**config.mk**
```make
export PLATFORM = sky130hd
export DESIGN_NAME = lsu_addr_stage
export DESIGN_NICKNAME = d
export VERILOG_FILES = /design/src/hdl/lsu_mem_pkg.sv /design/src/hdl/rv_isa_pkg.sv /design/src/hdl/lsu_addr_stage.sv
export SDC_FILE = /design/constraint.sdc
export NUM_CORES = 1
export LEC_CHECK = 0
export BUFFER_PORTS_ARGS = -buffer_cell sky130_fd_sc_hd__clkbuf_2
export CORE_MARGIN = 5
export CORE_UTILIZATION = 37
export DETAILED_ROUTE_END_ITERATION = 8
export MAX_ROUTING_LAYER = met4
export PLACE_DENSITY = 0.62
export SETUP_SLACK_MARGIN = 0.05
export SYNTH_ARGS = -nofsm -noshare
export SYNTH_HDL_FRONTEND = slang
export SYNTH_SLANG_ARGS = --single-unit
```
**constraint.sdc**
```tcl
create_clock -name clk -period 4.78 [get_ports clk]
set_input_delay 0.478 -clock clk [delete_from_list [all_inputs] [get_ports clk]]
set_output_delay 0.478 -clock clk [all_outputs]
set_load 0.02 [all_outputs]
```
**src/hdl/lsu_mem_pkg.sv**
```systemverilog
package lsu_mem_pkg;

    // data word and byte address.
    typedef logic [31:0] word_t;
    typedef logic [31:0] addr_t;

    // one enable per byte lane of a word.
    typedef logic [3:0] byte_mask_t;

    // byte offset inside a word.
    typedef logic [1:0] lane_off_t;

    // data memory depth in words, power of two.
    localparam int mem_words_default = 256;

endpackage

```
**src/hdl/rv_isa_pkg.sv**
```systemverilog
package rv_isa_pkg;

    // raw instruction word and its fields.
    typedef logic [31:0] inst_t;
    typedef logic [4:0]  reg_idx_t;
    typedef logic [6:0]  opcode_t;

    // major opcodes handled by the load/store unit.
    localparam opcode_t opcode_load  = 7'b0000011;
    localparam opcode_t opcode_store = 7'b0100011;

    // funct3 access size codes, shared by loads and stores.
    localparam logic [2:0] f3_byte  = 3'b000;
    localparam logic [2:0] f3_half  = 3'b001;
    localparam logic [2:0] f3_word  = 3'b010;
    // unsigned forms exist for loads only.
    localparam logic [2:0] f3_byteu = 3'b100;
    localparam logic [2:0] f3_halfu = 3'b101;

    // kind of memory access carried down the pipe.
    typedef enum logic [1:0] {
        mem_none  = 2'd0,
        mem_load  = 2'd1,
        mem_store = 2'd2
    } mem_op_e;

endpackage
```
**src/hdl/lsu_addr_stage.sv**
```systemverilog
module lsu_addr_stage (
    input  logic                 clk,
    input  logic                 rst_n,
    input  logic                 in_valid,
    input  rv_isa_pkg::inst_t    in_inst,
    input  lsu_mem_pkg::word_t   in_rs1,
    input  lsu_mem_pkg::word_t   in_rs2,
    output logic                 s1_valid,
    output rv_isa_pkg::mem_op_e  s1_op,
    output logic [2:0]           s1_funct3,
    output rv_isa_pkg::reg_idx_t s1_rd,
    output lsu_mem_pkg::addr_t   s1_addr,
    output lsu_mem_pkg::word_t   s1_wdata
);

    rv_isa_pkg::opcode_t opcode;
    rv_isa_pkg::mem_op_e op;
    lsu_mem_pkg::word_t  imm;

    assign opcode = in_inst[6:0];

    // decode and pick the immediate layout.
    always_comb begin
        case (opcode)
            rv_isa_pkg::opcode_load: begin
                op  = rv_isa_pkg::mem_load;
                imm = {{20{in_inst[31]}}, in_inst[31:20]};
            end
            rv_isa_pkg::opcode_store: begin
                op  = rv_isa_pkg::mem_store;
                imm = {{20{in_inst[31]}}, in_inst[31:25], in_inst[11:7]};
            end
            default: begin
                op  = rv_isa_pkg::mem_none;
                imm = '0;
            end
        endcase
    end

    // non-memory opcodes are dropped here.
    always_ff @(posedge clk) begin
        if (!rst_n) begin
            s1_valid <= 1'b0;
            s1_op    <= rv_isa_pkg::mem_none;
        end else begin
            s1_valid <= in_valid && (op != rv_isa_pkg::mem_none);
            s1_op    <= op;
        end
    end

    always_ff @(posedge clk) begin
        s1_funct3 <= in_inst[14:12];
        s1_rd     <= in_inst[11:7];
        s1_addr   <= in_rs1 + imm;
        s1_wdata  <= in_rs2;
    end

endmodule

```
==> results by group <==
Routing
  • Post-route ant nets: 0
  • Routed WL: 11000 um
  • Vias per cell: 5.130
  • DR vias: 3627
  • TritonRoute pass-1 iters: 4
  • DR WL/cell: 15.56 um
  • Residual DRC: 0
  • First DRT Iteration DRCs: 147

Final layout
  • Ratio of cells with drive above 1 in the final layout: 0.3484
  • Area Growth Syn to Fin: 31.37%
  • Finished Layout Cells: 707
  • Antenna diodes: 0
  • Fin util: 0.4991
  • Fill cell count: 979
  • Most frequent cells in the layout: 168 x clkbuf_2, 75 x dfxtp_1, 36 x nand2_1, 34 x a21oi_1, 31 x ha_1
  • Final nets: 700
  • Commonest non-fill, non-tap cell in the layout: clkbuf_2

Setup path
  • Crit-path max FO: 15
  • CP required: 4.98 ns
  • Worst setup SP type: input pin
  • Critical path class: input pin to register
  • Setup crit end kind: register
  • Worst setup endpoint: s1_addr[23]
  • Critical path startpoint: in_inst[3]
  • Critical Path AT: 3.67 ns

Place
  • PortBufs: 168
  • RD Place Congestion: 0.8834
  • Post-Place Cells: 691
  • Post-DP HPWL: 9098 um

STA
  • Rel. slew slack: 0.6226
  • Achievable Freq: 288.1 MHz
  • Minimum clock period: 3.472 ns
  • Setup TNS: 0 ns
  • Setup violators final: 0
  • Worst slew pin tran: 0.5655 ns
  • Hold Vio Cnt, Final: 0
  • RSZ-0062 raised after global routing: no
  • Hold Slack: 0.2202 ns
  • Part of the cycle the worst path needs: 0.7263
  • Slew Limit Fails: 0

Yosys
  • Yosys top cell by area: dfxtp_1
  • Syn Area/Cell: 9.261 sq um
  • Synth area leaders: dfxtp_1 40%, ha_1 10%, a21oi_1 4.6%, nand2_1 3.6%, xnor2_1 3.5%
  • Mapped Nets: 532
  • Share of the synthesized area in the top cell type: 0.4043
  • Post-synth ARST share: 0
  • Predominant post-synthesis flop cell: dfxtp_1
  • Synth Register Bits: 75
  • Seq/Total Area, Yosys: 0.4043
  • Synth Cell Area: 3714 sq um
  • Yosys synthesis warning count: 0
  • Syn Inst Count: 401
  • Synth cell types: 62
  • Post-synth EDFFs: 0

Floorplanning
  • Starting Density: 0.3799
  • Core footprint: 9774 sq um
  • Die Y: 110.2 um
  • # IOs: 174
  • Row count: 36
  • Die Wd: 110.2 um
  • Die area: 12140 sq um

GRT
  • Global-route wire length before repair: 16040 um
  • Vias in the first global route: 3375
  • Initial antenna violation count: 0
  • Gr ovfl total: 0
  • Global Route Usage Sum: 0.1742
  • Largest net degree at the start of global routing: 17

Clocking
  • Hold buffers post-CTS: 0
  • Resized Gates After CTS: 0
  • Setup repair bufs after CTS: 0
  • # clock sinks: 75
  • Clock Tree Buf Depth: 2
  • H-tree depth: 3
  • CTS tree: built
  • TritonCTS buffer count: 9
  • Clock transition at path regs: 0.09 ns
  • Root buf cell: clkbuf_8

Power and ir drop
  • Maximum vdd drop: 0.0001486 V
  • Leak pwr: 2.518 nW
  • Cell Pwr Density: 278.7 nW/um^2

Run status
  • Status: finished clean

Run
  • Max cap viols: 0

Min path
  • Worst hold path type: input pin to register
==> cell type report <==
class                      instances  area [sq um]  area share
clock buffer                       9         123.9     0.02539
clock inverter                     7         67.56     0.01385
inverter                          10         37.54    0.007694
multi-input combinational        303          2126      0.4358
sequential                        75          1501      0.3078
tap                              133         166.4     0.03411
timing repair buffer             170         855.8      0.1754
==> metrics by stage <==
stage	total power, mW	instance area [sq um]	setup WS, ns
final	1.360	4878	1.308
after global routing	1.427	4878	1.056
after CTS	1.381	4878	1.328
after detailed placement	0.9051	4687	0.9672
after global placement	0.9018	4687	1.001
after floorplan	0.8086	3714	1.411
==> where the power goes <==
group	internal, mW	total (mW)	leakage (nW)	switching [mW]
logic	0.0879	0.220	1.79	0.132
registers	0.660	0.670	0.631	0.00929
clock network	0.202	0.471	0.0944	0.269
==> synthesized netlist by cell type, types with 5 or more instances <==
| cell | instances |
|---|---|
| o21ai_0 | 16 |
| and3_1 | 11 |
| nor3_1 | 12 |
| dfxtp_1 | 75 |
| mux2i_1 | 6 |
| ha_1 | 31 |
| nand2_1 | 36 |
| a21oi_1 | 34 |
| clkbuf_1 | 12 |
| inv_1 | 10 |
| xor2_1 | 7 |
| nand4_1 | 10 |
| xnor2_1 | 15 |
| a21o_1 | 14 |
| nor2_1 | 23 |
| nand3_1 | 5 |
==> flip-flops by register name (all words and copies together) (netlist names) <==
signal	flops
s1_addr	32
s1_funct3	3
s1_op	2
s1_rd	5
s1_valid	1
s1_wdata	32
==> worst max-delay path: stages <==
cell and delay [ns]:
clkbuf_2 0.09, nor4_2 0.25, buf_4 0.20, and2_1 0.20, nand2_1 0.07, inv_1 0.42, ha_1 0.43, a21oi_1 0.26
o21a_1 0.16, a21oi_1 0.10, or2_2 0.33, o211a_1 0.21, a2111oi_0 0.46
==> metal layers <==
metal,track usage,share of wire,vias up
met5,-,0,-
met4,0.05189,0.0083,0
met3,0.04426,0.099,7
met2,0.2964,0.47,143
met1,0.2031,0.43,1655
li1,-,-,1822
==> cells by family (layout without fill, tap and decap cells) <==
logic type / Yosys count / in the layout / synth area share
buffers and inverters: 23 / 196 / 0.02325
AOI/OAI and AO/OA: 111 / 111 / 0.2069
muxes: 7 / 7 / 0.01921
adders and majority gates: 32 / 32 / 0.1098
DFF: 75 / 75 / 0.4043
xor gates and xnor gates: 22 / 22 / 0.05189
and+or+nand+nor: 131 / 131 / 0.1846
==> how the worst min path moves through the flow <==
stage,start,end,slack (ns),cells past startpoint
6_report,in_rs2[21],s1_wdata[21],0.22,1
5_1_grt,in_rs2[24],s1_wdata[24],0.20,1
4_1_cts,in_rs2[15],s1_wdata[15],0.20,1
3_5_place_dp,in_rs2[15],s1_wdata[15],0.58,1
3_3_place_gp,in_rs2[7],s1_wdata[7],0.58,1
2_1_floorplan,in_inst[12],s1_funct3[0],0.51,0
Power figures use the tool's default switching activity.
