### config.mk
export PLATFORM = sky130hd
export DESIGN_NAME = lsu_load_align
export DESIGN_NICKNAME = d
export VERILOG_FILES = /design/src/hdl/lsu_mem_pkg.sv /design/src/hdl/rv_isa_pkg.sv /design/src/hdl/lsu_load_align.sv
export SDC_FILE = /design/constraint.sdc
export NUM_CORES = 1
export LEC_CHECK = 0
export BUFFER_PORTS_ARGS = -buffer_cell sky130_fd_sc_hd__buf_4
export CORE_UTILIZATION = 30
export DETAILED_ROUTE_END_ITERATION = 6
export PLACE_DENSITY = 0.63
export SLEW_MARGIN = 5
export SYNTH_ARGS = -nofsm -noshare
export SYNTH_HDL_FRONTEND = slang
export SYNTH_SLANG_ARGS = --single-unit
### constraint.sdc
create_clock -name clk -period 2.45 [get_ports clk]
set_input_delay 0.6125 -clock clk [delete_from_list [all_inputs] [get_ports clk]]
set_output_delay 0.6125 -clock clk [all_outputs]
set_load 0.01 [all_outputs]
### src/hdl/lsu_mem_pkg.sv
package lsu_mem_pkg;

    // data word and byte address.
    typedef logic [31:0] word_t;
    typedef logic [31:0] addr_t;

    // one enable per byte lane of a word.
    typedef logic [3:0] byte_mask_t;

    // byte offset inside a word.
    typedef logic [1:0] lane_off_t;

    // data memory depth in words, power of two.
    localparam int mem_words_default = 256;

endpackage

### src/hdl/rv_isa_pkg.sv
package rv_isa_pkg;

    // raw instruction word and its fields.
    typedef logic [31:0] inst_t;
    typedef logic [4:0]  reg_idx_t;
    typedef logic [6:0]  opcode_t;

    // major opcodes handled by the load/store unit.
    localparam opcode_t opcode_load  = 7'b0000011;
    localparam opcode_t opcode_store = 7'b0100011;

    // funct3 access size codes, shared by loads and stores.
    localparam logic [2:0] f3_byte  = 3'b000;
    localparam logic [2:0] f3_half  = 3'b001;
    localparam logic [2:0] f3_word  = 3'b010;
    // unsigned forms exist for loads only.
    localparam logic [2:0] f3_byteu = 3'b100;
    localparam logic [2:0] f3_halfu = 3'b101;

    // kind of memory access carried down the pipe.
    typedef enum logic [1:0] {
        mem_none  = 2'd0,
        mem_load  = 2'd1,
        mem_store = 2'd2
    } mem_op_e;

endpackage
### src/hdl/lsu_load_align.sv
module lsu_load_align (
    input  logic                   clk,
    input  logic                   rst_n,
    input  logic                   s2_valid,
    input  rv_isa_pkg::mem_op_e    s2_op,
    input  logic [2:0]             s2_funct3,
    input  rv_isa_pkg::reg_idx_t   s2_rd,
    input  lsu_mem_pkg::lane_off_t s2_lane_off,
    input  logic                   s2_fault,
    input  lsu_mem_pkg::word_t     s2_rdata,
    output logic                   out_valid,
    output rv_isa_pkg::reg_idx_t   out_rd,
    output logic                   out_is_load,
    output logic                   out_fault,
    output lsu_mem_pkg::word_t     out_load_data
);

    lsu_mem_pkg::word_t shifted;
    lsu_mem_pkg::word_t extended;
    logic               is_load;

    assign is_load = (s2_op == rv_isa_pkg::mem_load);
    // bring the addressed lane down to bit 0.
    assign shifted = s2_rdata >> {s2_lane_off, 3'b000};

    always_comb begin
        case (s2_funct3)
            rv_isa_pkg::f3_byte:  extended = {{24{shifted[7]}}, shifted[7:0]};
            rv_isa_pkg::f3_half:  extended = {{16{shifted[15]}}, shifted[15:0]};
            rv_isa_pkg::f3_word:  extended = shifted;
            rv_isa_pkg::f3_byteu: extended = {24'b0, shifted[7:0]};
            rv_isa_pkg::f3_halfu: extended = {16'b0, shifted[15:0]};
            default:              extended = '0;
        endcase
    end

    always_ff @(posedge clk) begin
        if (!rst_n) begin
            out_valid   <= 1'b0;
            out_is_load <= 1'b0;
            out_fault   <= 1'b0;
        end else begin
            out_valid   <= s2_valid;
            out_is_load <= s2_valid && is_load;
            out_fault   <= s2_fault;
        end
    end

    // stores and faults return zero.
    always_ff @(posedge clk) begin
        out_rd        <= s2_rd;
        out_load_data <= (is_load && !s2_fault) ? extended : '0;
    end

endmodule

==> summary.md, run 1 <==
| Metric | Value |
|---|---|
| Post-Place Cell Area | `roughly 2300 um^2` |
| GR Overflow Total | `0` |
| Fin nets | `approximately 300` |
| DP Wirelength | `3.27 mm` |
| Adder-cell area share of the yosys netlist | `0%` |
| CTS root buf | `clkbuf_8` |
| Most common cell after layout, fill and taps aside | `buf_4` |
| Largest stage delay on the critical path | `slightly below 600 ps` |
| Total track usage | `between 10% and 20%` |
| Share of cells above drive strength 1 | `between 40% and 50%` |
| CORE AREA | `between 5000 and 6000 um^2` |
| Crit start category | `input port` |
| Commonest non-fill, non-tap cells in the layout | `buf_4 (91), dfxtp_1 (40), mux2i_1 (20)` |
| Post-synthesis xor/xnor area fraction | `less than 1%` |
| Final Util | `a little under half` |
| # DRC | `0` |
| Final period utilization | `between 70% and 80%` |
| Vias | `approximately 1,500` |
| Starting Density | `between 30% and 40%` |
| Fin. Hold Viols | `0` |
| Maximum clock frequency | `about 550 MHz` |
| Number of setup violations in the final report | `0` |
| Cell family contributing the most delay on the critical path | `simple AND/OR/NAND/NOR gates` |
| Max cap viols | `0` |
| TritonCTS Buffers | `5` |
| Crit path max fanout | `27` |
| Hold Startpoint | `s2_rd[3]` |
| # fillers | `around 520` |
| Post-CTS Repair Setup Buffers | `0` |
| Cells after Synth | `159` |
| Die W | `about 75 um` |
| I/O pins | `just under 90` |
| Hold EP | `out_rd[3]` |
| Largest family of logic cells by synthesized area | `compound AO/OA/AOI/OAI gates` |
| Unrepaired setup endpoints after global routing | `no` |
| Port buffer count | `87` |
| Peak supply drop | `around 0.30 mV` |
| Syn avg cell area | `approximately 10 um^2` |
| CP max-delay cell | `or4_1` |
| Area grow syn2layout | `52.4%` |
| Total wire length | `approximately 4.3 mm` |
| Unique masters post-synth | `26` |
| Final TNS setup | `0 ps` |
| Clock transition at path regs | `approximately 90 ps` |
| Die Area | `between 5000 and 6000 um^2` |
| Yosys reg bits | `40` |
| Outcome | `finished, final reports clean` |
| Sequential share of the synthesized area | `between 50% and 60%` |
| DR iter-0 viols | `69` |
| Crit. End Element | `flip-flop` |
| Largest net degree at the start of global routing | `28` |
| Diode count | `0` |
| Area of the multi-input gates | `~740 um^2` |
| Worst slew pin tran | `slightly above 500 ps` |
| Arrival time at the worst endpoint | `between 2000 and 2500 ps` |
| Synth Cell Area | `approximately 1600 um^2` |
| Syn nets | `just over 200` |
| Post-CTS sizing | `0` |
| DR vias/cell | `4.66` |
| Hold Path Class | `in2reg` |
| Hold-fix buffer count after cts | `0` |
| CTS Buffer Depth | `2` |
| Critical Path, Cell by Cell | `buf_4, inv_1, mux2_2, or4_1, a21oi_1` |
| CTS tree | `yes` |
| Post-detailed-route count of antenna-violating nets | `0` |
| Final instance area | `between 2000 and 2500 um^2` |
| Final slew viol count | `0` |
| Htree depth | `2` |
| Die Y | `75.0 um` |
| Std-Cell Rows | `26` |
| Routability cong. | `around 0.73` |
| Critical path buffers and inverters | `2` |
| Vias in the first global route | `between 1,000 and 1,500` |
| Post-synthesis simple-gate area fraction | `11.7%` |
| WHS Path Cells | `1` |
| Max-slew headroom | `65.8%` |
| First-pass GRT wire length | `approximately 6.6 mm` |
| Clock sinks | `40` |
| Compound-Gate Fraction of Synth Area | `between 20% and 30%` |
| Yosys warning total | `0` |
| Worst Path Required | `~2700 ps` |
| Register area | `801 um^2` |
| Leak Pwr | `about 1.2 nW` |
| Setup Crit Path Kind | `in2reg` |
| Antenna violations before repair | `0` |
| Final min period | `between 1500 and 2000 ps` |
| PD cells | `between 500 and 600 nW/um^2` |
| Drt wl/cell | `roughly 13 um` |
| Multiplexer area fraction after synthesis | `roughly 14%` |
| DR pass1 iterations | `4` |
## power breakdown
part | switching [mW] | leakage (nW) | internal (mW)
clock | 0.243 | 0.0548 | 0.307
sequential | 0.00394 | 0.326 | 0.665
combinational | 0.0902 | 0.813 | 0.106
## per-layer routing
layer	vias to the layer above	track usage (%)	part of all wire, %
li1	745	-	-
met1	680	20.8	45
met2	53	25.8	47
met3	3	5.09	6.6
met4	0	6.29	0.84
met5	-	0	0
## flip-flops by register name, summed over array words and instances (netlist names)
name           cells
out_fault          1
out_is_load        1
out_load_data     32
out_rd             5
out_valid          1
## Yosys cell counts
cell        n  share of area, %
and3b_1     1              0.55
o2bb2ai_1   1              0.55
clkbuf_1    5               1.2
a221o_1     1              0.63
nor2_1     11               2.6
o2111a_1    1              0.71
buf_6       1              0.71
buf_1       1              0.23
or4_1       1              0.47
a211oi_1   14               6.6
a21o_1      8               3.8
dfxtp_1    40                50
buf_2       3              0.94
inv_1       1              0.23
nor2b_1     8               3.1
and2_1      8               3.1
o22ai_1     1              0.39
o2111ai_1   1              0.55
nand2_1     4              0.94
a21oi_1     8               2.5
xor2_1      1              0.55
mux2_2      2               1.4
nand4_1     1              0.39
mux2i_1    20                13
o21ai_0    15               4.7
nor3b_1     1              0.47
## metrics by stage
step	setup slack [ps]	std cells	hold WS [ps]	power, mW
2_1_floorplan	569	159	640	0.776
3_3_place_gp	368	310	718	0.880
3_5_place_dp	330	310	718	0.881
4_1_cts	633	318	398	1.44
5_1_grt	512	318	394	1.48
6_report	617	318	407	1.42
## worst max-delay path by stage
| stage | slack, ps | start | cells past startpoint | endpoint |
|---|---|---|---|---|
| 5_1_grt | 510 | s2_lane_off[1] | 5 | out_load_data[8] |
| 4_1_cts | 630 | s2_lane_off[1] | 5 | out_load_data[15] |
| 3_3_place_gp | 370 | s2_lane_off[1] | 5 | out_load_data[9] |
| 6_report | 620 | s2_lane_off[1] | 5 | out_load_data[15] |
| 3_5_place_dp | 330 | s2_lane_off[1] | 5 | out_load_data[12] |
| 2_1_floorplan | 570 | s2_lane_off[1] | 6 | out_load_data[10] |
## cell families (layout without fill, tap and decap cells)
| kind of cell | Yosys count | after routing |
|---|---|---|
| AO/OA/AOI/OAI | 50 | 50 |
| flip-flops | 40 | 40 |
| AND/OR/NAND/NOR | 35 | 35 |
| multiplexers | 22 | 22 |
| buffers and inverters | 11 | 100 |
| XOR/XNOR | 1 | 1 |
## cell type report
| type | count | share of cell area, % |
|---|---|---|
| flip-flops and latches | 40 | 32.9 |
| multi-input cells | 108 | 30.5 |
| repair buffers | 91 | 28.1 |
| well taps | 70 | 3.60 |
| clock buffers | 5 | 2.83 |
| clock inverters | 3 | 1.90 |
| inverters | 1 | 0.154 |
No activity file was read; power rests on OpenSTA's default activity.
==> inputs of run 2 (changes only) <==
--- a/config.mk
+++ b/config.mk
@@ -8,7 +8,7 @@
 export BUFFER_PORTS_ARGS = -buffer_cell sky130_fd_sc_hd__buf_4
 export CORE_UTILIZATION = 30
 export DETAILED_ROUTE_END_ITERATION = 6
-export PLACE_DENSITY = 0.63
+export PLACE_DENSITY = 0.65
 export SLEW_MARGIN = 5
 export SYNTH_ARGS = -nofsm -noshare
 export SYNTH_HDL_FRONTEND = slang
==> constraint.sdc (replaced) <==
create_clock -name clk -period 1.6 [get_ports clk]
set_input_delay 0.4 -clock clk [delete_from_list [all_inputs] [get_ports clk]]
set_output_delay 0.4 -clock clk [all_outputs]
set_load 0.01 [all_outputs]
==> summary.md, run 2 (synthesized netlist as in run 1, its figures left out) <==
| Metric | Value |
|---|---|
| Peak supply drop | `0.305 mV (+1.5%)` |
| Placed Cells incl. Taps | `318 (+2.6%)` |
| Starting Density | `31.3% (unchanged)` |
| Worst Path Required | `1810 ps (-870 ps)` |
| DP Wirelength | `3.39 mm (+3.6%)` |
| Critical path buffers and inverters | `1 (-1)` |
| Critical Path, Cell by Cell | `buf_4, mux2i_1, mux2_4, or4_4, a21oi_1` |
| Total wire length | `4.33 mm (+0.98%)` |
| Max reg flops | `32 (unchanged)` |
| Clock share of power | `32.8% (-6.1 points)` |
| Largest stage delay on the critical path | `490 ps (-90 ps)` |
| Share of cells above drive strength 1 | `43.0% (+2.2 points)` |
| First-pass GRT wire length | `6.67 mm (+0.83%)` |
| CORE AREA | `5110 um^2 (unchanged)` |
| Net Sw Power | `0.455 mW (+35%)` |
| I/O pins | `88 (unchanged)` |
| Arrival time at the worst endpoint | `1620 ps (-440 ps)` |
| Final min period | `between 1000 and 1500 ps` |
| Setup Crit Path Kind | `in2reg` |
| Std-Cell Rows | `26 (unchanged)` |
| Cell family contributing the most delay on the critical path | `simple AND/OR/NAND/NOR gates` |
| Die Area | `5620 um^2 (unchanged)` |
| Commonest non-fill, non-tap cells in the layout | `buf_4 (99), dfxtp_1 (40), mux2i_1 (20)` |
| PD cells | `807 nW/um^2 (+39%)` |
| Sw Share | `22.7% (-1.1 points)` |
| Vias in the first global route | `1,460 (+9.4%)` |
| DR iter-0 viols | `73 (+5.8%)` |
| Final Util | `48.6% (+0.91 points)` |
| Area grow syn2layout | `55.3%` |
| Final slew viol count | `0 (unchanged)` |
| Seq pwr share | `51.2% (+3.9 points)` |
| # DRC | `0 (unchanged)` |
| Post-CTS Repair Setup Buffers | `0 (unchanged)` |
| Hold Path Class | `in2reg` |
| Number of setup violations in the final report | `0 (unchanged)` |
| Post-Place Cell Area | `2390 um^2 (+3.1%)` |
| Port buffer count | `87 (unchanged)` |
| Largest net degree at the start of global routing | `30 (+7.1%)` |
| Final period utilization | `about nine tenths` |
| CP max-delay cell | `or4_4` |
| CTS Buffer Depth | `2 (unchanged)` |
| Crit start category | `input port` |
| Htree depth | `2 (unchanged)` |
| Largest registers | `out_load_data (32), out_rd (5)` |
| Final instance area | `2480 um^2 (+1.9%)` |
| TritonCTS Buffers | `5 (unchanged)` |
| CTS tree | `yes` |
| Crit. End Element | `flip-flop` |
| DR pass1 iterations | `4 (unchanged)` |
| Die W | `75.0 um (unchanged)` |
| Leak Pwr | `1.23 nW (+2.9%)` |
| DR vias/cell | `4.70 (+0.91%)` |
| GR Overflow Total | `0 (unchanged)` |
| Worst slew pin tran | `359 ps (-153 ps)` |
| Max cap viols | `0 (unchanged)` |
| Unrepaired setup endpoints after global routing | `no` |
| Total track usage | `16.1% (-0.25 points)` |
| CTS root buf | `clkbuf_8` |
| Final Instance Count excl. Fillers | `326 (+2.5%)` |
| Crit path max fanout | `8 (-70%)` |
| Post-detailed-route count of antenna-violating nets | `0 (unchanged)` |
| Max-slew headroom | `76.1% (+10 points)` |
| Fin. Hold Viols | `0 (unchanged)` |
| Biggest register | `out_load_data` |
| Clock transition at path regs | `70 ps (-20 ps)` |
| Fin nets | `303 (+2.7%)` |
| Die Y | `75.0 um (unchanged)` |
| Logic gate share of total power | `15.9% (+2.0 points)` |
| Vias | `1,532 (+3.4%)` |
| Most common cell after layout, fill and taps aside | `buf_4` |
| Outcome | `finished, final reports clean` |
| Antenna violations before repair | `0 (unchanged)` |
| Routability cong. | `0.865 (+18%)` |
| PnR worst setup slack | `191 ps (-427 ps)` |
| Final Total Pwr | `2.00 mW (+41%)` |
| Diode count | `0 (unchanged)` |
| Hold-fix buffer count after cts | `0 (unchanged)` |
| Drt wl/cell | `13.3 um (-1.5%)` |
| Post-CTS sizing | `0 (unchanged)` |
| Clock sinks | `40 (unchanged)` |
| Dpl ws | `-104 ps (-434 ps)` |
| Maximum clock frequency | `a little over 700 MHz` |
| Pint | `1.55 mW (+43%)` |
-- run 2: final cells by class --
class | instances | area, um^2
Clock buffer | 8 | 90.1
Fill cell | 529 | 2630
Inverter | 1 | 3.75
Multi-Input combinational cell | 108 | 754
Sequential cell | 40 | 801
Tap cell | 70 | 87.6
Timing Repair Buffer | 99 | 743
-- run 2: final timing paths --
kind,from,endpoint,depth (start not counted)
worst max-delay path,s2_lane_off[0],out_load_data[8],5
worst min-delay path,s2_rd[4],out_rd[4],1
-- run 2: metal layers --
layer / vias up / track usage (%) / part of all wire, %
met2: 68 / 27.5 / 47
met1: 694 / 18.7 / 43
li1: 765 / - / -
met4: 0 / 5.03 / 1.1
met5: - / 0 / 0
met3: 5 / 5.76 / 9.8
-- run 2: per-stage QoR --
stage          hold WS, ps  setup TNS, ps
3_3_place_gp           505           -236
3_5_place_dp           506           -661
5_1_grt                195              0
2_1_floorplan          428           -142
6_report               218              0
4_1_cts                207              0
-- run 2: power by group through the flow --
| stage | registers [mW] | logic [mW] | clock network [mW] |
|---|---|---|---|
| 3_3_place_gp | 1.05 | 0.317 | 0 |
| 4_1_cts | 1.03 | 0.320 | 0.690 |
| 3_5_place_dp | 1.05 | 0.320 | 0 |
| 6_report | 1.03 | 0.319 | 0.658 |
| 5_1_grt | 1.03 | 0.352 | 0.741 |
| 2_1_floorplan | 1.06 | 0.134 | 0 |
==> inputs of run 3 (changes only) <==
--- a/config.mk
+++ b/config.mk
@@ -6,9 +6,9 @@
 export NUM_CORES = 1
 export LEC_CHECK = 0
 export BUFFER_PORTS_ARGS = -buffer_cell sky130_fd_sc_hd__buf_4
-export CORE_UTILIZATION = 30
+export CORE_UTILIZATION = 39
 export DETAILED_ROUTE_END_ITERATION = 6
-export PLACE_DENSITY = 0.65
+export PLACE_DENSITY = 0.79
 export SLEW_MARGIN = 5
 export SYNTH_ARGS = -nofsm -noshare
 export SYNTH_HDL_FRONTEND = slang
==> summary.md, run 3 (synthesized netlist as in run 1, its figures left out) <==
| Metric | Value |
|---|---|
| Largest net degree at the start of global routing | `27 (-10%)` |
| Post-detailed-route count of antenna-violating nets | `0 (unchanged)` |
| Hold-fix buffer count after cts | `0 (unchanged)` |
| Most common cell after layout, fill and taps aside | `buf_4` |
| Hold Path Class | `in2reg` |
| Biggest register | `out_load_data` |
| Post-CTS sizing | `0 (unchanged)` |
| Die Y | `66.0 um (-12%)` |
| Peak supply drop | `0.387 mV (+27%)` |
| I/O pins | `88 (unchanged)` |
| PD cells | `822 nW/um^2 (+1.8%)` |
| Worst slew pin tran | `379 ps (+20.5 ps)` |
| Clock sinks | `40 (unchanged)` |
| Fin. Hold Viols | `0 (unchanged)` |
| # DRC | `0 (unchanged)` |
| Std-Cell Rows | `22 (-15%)` |
| Crit. End Element | `flip-flop` |
| Vias | `1,530 (-0.13%)` |
| Clock transition at path regs | `70 ps (about the same)` |
| Vias in the first global route | `1,445 (-1.0%)` |
| Post-CTS Repair Setup Buffers | `0 (unchanged)` |
| TritonCTS Buffers | `5 (unchanged)` |
| CTS root buf | `clkbuf_8` |
| Post-Place Cell Area | `2360 um^2 (-1.2%)` |
| Starting Density | `42.0% (+11 points)` |
| First-pass GRT wire length | `6.70 mm (+0.40%)` |
| Port buffer count | `87 (unchanged)` |
| Commonest non-fill, non-tap cells in the layout | `buf_4 (99), dfxtp_1 (40), mux2i_1 (20)` |
| DR vias/cell | `5.03 (+7.1%)` |
| Die W | `66.0 um (-12%)` |
| Final min period | `1400 ps (-8.37 ps)` |
| Final period utilization | `87.6% (-0.52 points)` |
| Final TNS setup | `0 ps (unchanged)` |
| Unrepaired setup endpoints after global routing | `no` |
| Largest registers | `out_load_data (32), out_rd (5)` |
| Outcome | `finished, final reports clean` |
| Max-slew headroom | `74.7% (-1.4 points)` |
| Maximum clock frequency | `714 MHz (+0.60%)` |
| Hold Startpoint | `s2_rd[3]` |
| CTS tree | `yes` |
| Routability cong. | `0.918 (+6.2%)` |
| CTS Buffer Depth | `2 (unchanged)` |
| Htree depth | `2 (unchanged)` |
| DR iter-0 viols | `70 (-4.1%)` |
| DP Wirelength | `3.22 mm (-5.0%)` |
| Total wire length | `4.23 mm (-2.4%)` |
| Diode count | `0 (unchanged)` |
| Number of setup violations in the final report | `0 (unchanged)` |
| Share of cells above drive strength 1 | `44.1% (+1.2 points)` |
| Fin nets | `303 (unchanged)` |
| Final instance area | `2460 um^2 (-0.76%)` |
| Crit start category | `input port` |
| Arrival time at the worst endpoint | `1630 ps (about the same)` |
| DR pass1 iterations | `4 (unchanged)` |
| Leak Pwr | `1.23 nW (+0.48%)` |
| WHS Path Cells | `1 (unchanged)` |
| Area grow syn2layout | `54.2%` |
| Worst Path Required | `1830 ps (+20 ps)` |
| Total track usage | `20.8% (+4.8 points)` |
| Max cap viols | `0 (unchanged)` |
| Final slew viol count | `0 (unchanged)` |
| Antenna violations before repair | `0 (unchanged)` |
| CORE AREA | `3800 um^2 (-26%)` |
| Crit path max fanout | `15 (+7)` |
| GR Overflow Total | `0 (unchanged)` |
| Hold EP | `out_rd[3]` |
| Setup Crit Path Kind | `in2reg` |
| Final Total Pwr | `2.02 mW (+1.0%)` |
| Die Area | `4350 um^2 (-23%)` |
| Max reg flops | `32 (unchanged)` |
| Drt wl/cell | `13.9 um (+4.7%)` |
-- run 3: changes by cell type in the layout (fill, tap and decap cells not counted), sizes merged --
| cell | previous run | this run |
|---|---|---|
| clkinv | 0 | 2 |
| clkbuf | 8 | 6 |
-- run 3: how the worst max path moves through the flow --
stage              startpoint                 to  slack, ps
6_report       s2_lane_off[0]  out_load_data[28]        200
5_1_grt        s2_lane_off[1]  out_load_data[11]         70
4_1_cts        s2_lane_off[0]  out_load_data[19]        140
3_5_place_dp   s2_lane_off[0]  out_load_data[19]       -180
3_3_place_gp   s2_lane_off[0]  out_load_data[20]        -70
2_1_floorplan  s2_lane_off[0]  out_load_data[10]        -20
-- run 3: cell type report --
cell class / count / area (um^2)
Fill cell: 337 / 1340
Multi-Input combinational cell: 108 / 761
Sequential cell: 40 / 801
Timing Repair Buffer: 99 / 743
Inverter: 1 / 3.75
Tap cell: 48 / 60.1
Clock inverter: 2 / 10.0
Clock buffer: 6 / 82.6
-- run 3: critical path, stage by stage --
cell	delay, ps
buf_4	130
buf_4	240
mux2i_1	290
o2111a_1	430
a21o_1	140
-- run 3: metrics by stage --
| step | util (%) | cells | hold WS (ps) | setup WS (ps) |
|---|---|---|---|---|
| 3_5_place_dp | 62.2 | 296 | 506 | -176 |
| 6_report | 64.8 | 304 | 211 | 199 |
| 2_1_floorplan | - | 159 | 428 | -19.0 |
| 3_3_place_gp | 62.2 | 296 | 505 | -70.9 |
| 5_1_grt | 64.8 | 304 | 193 | 69.7 |
| 4_1_cts | 64.6 | 304 | 200 | 136 |
-- run 3: power breakdown --
group          internal (mW)  leakage (nW)  total [mW]  switching (mW)
sequential              1.02         0.326        1.03         0.00637
combinational          0.178         0.858       0.321           0.144
clock                  0.344        0.0510       0.676           0.332
total                   1.54          1.23        2.02           0.482
-- run 3: routing by layer --
| metal | part of all wire [%] | wire (um) | vias to the layer above | track usage, % |
|---|---|---|---|---|
| met5 | 0 | 0 | - | 0 |
| met4 | 1.4 | 59 | 0 | 7.18 |
| met3 | 8.6 | 362 | 7 | 5.52 |
| met2 | 47 | 1970 | 64 | 35.3 |
| met1 | 43 | 1840 | 700 | 25.2 |
| li1 | - | - | 759 | - |
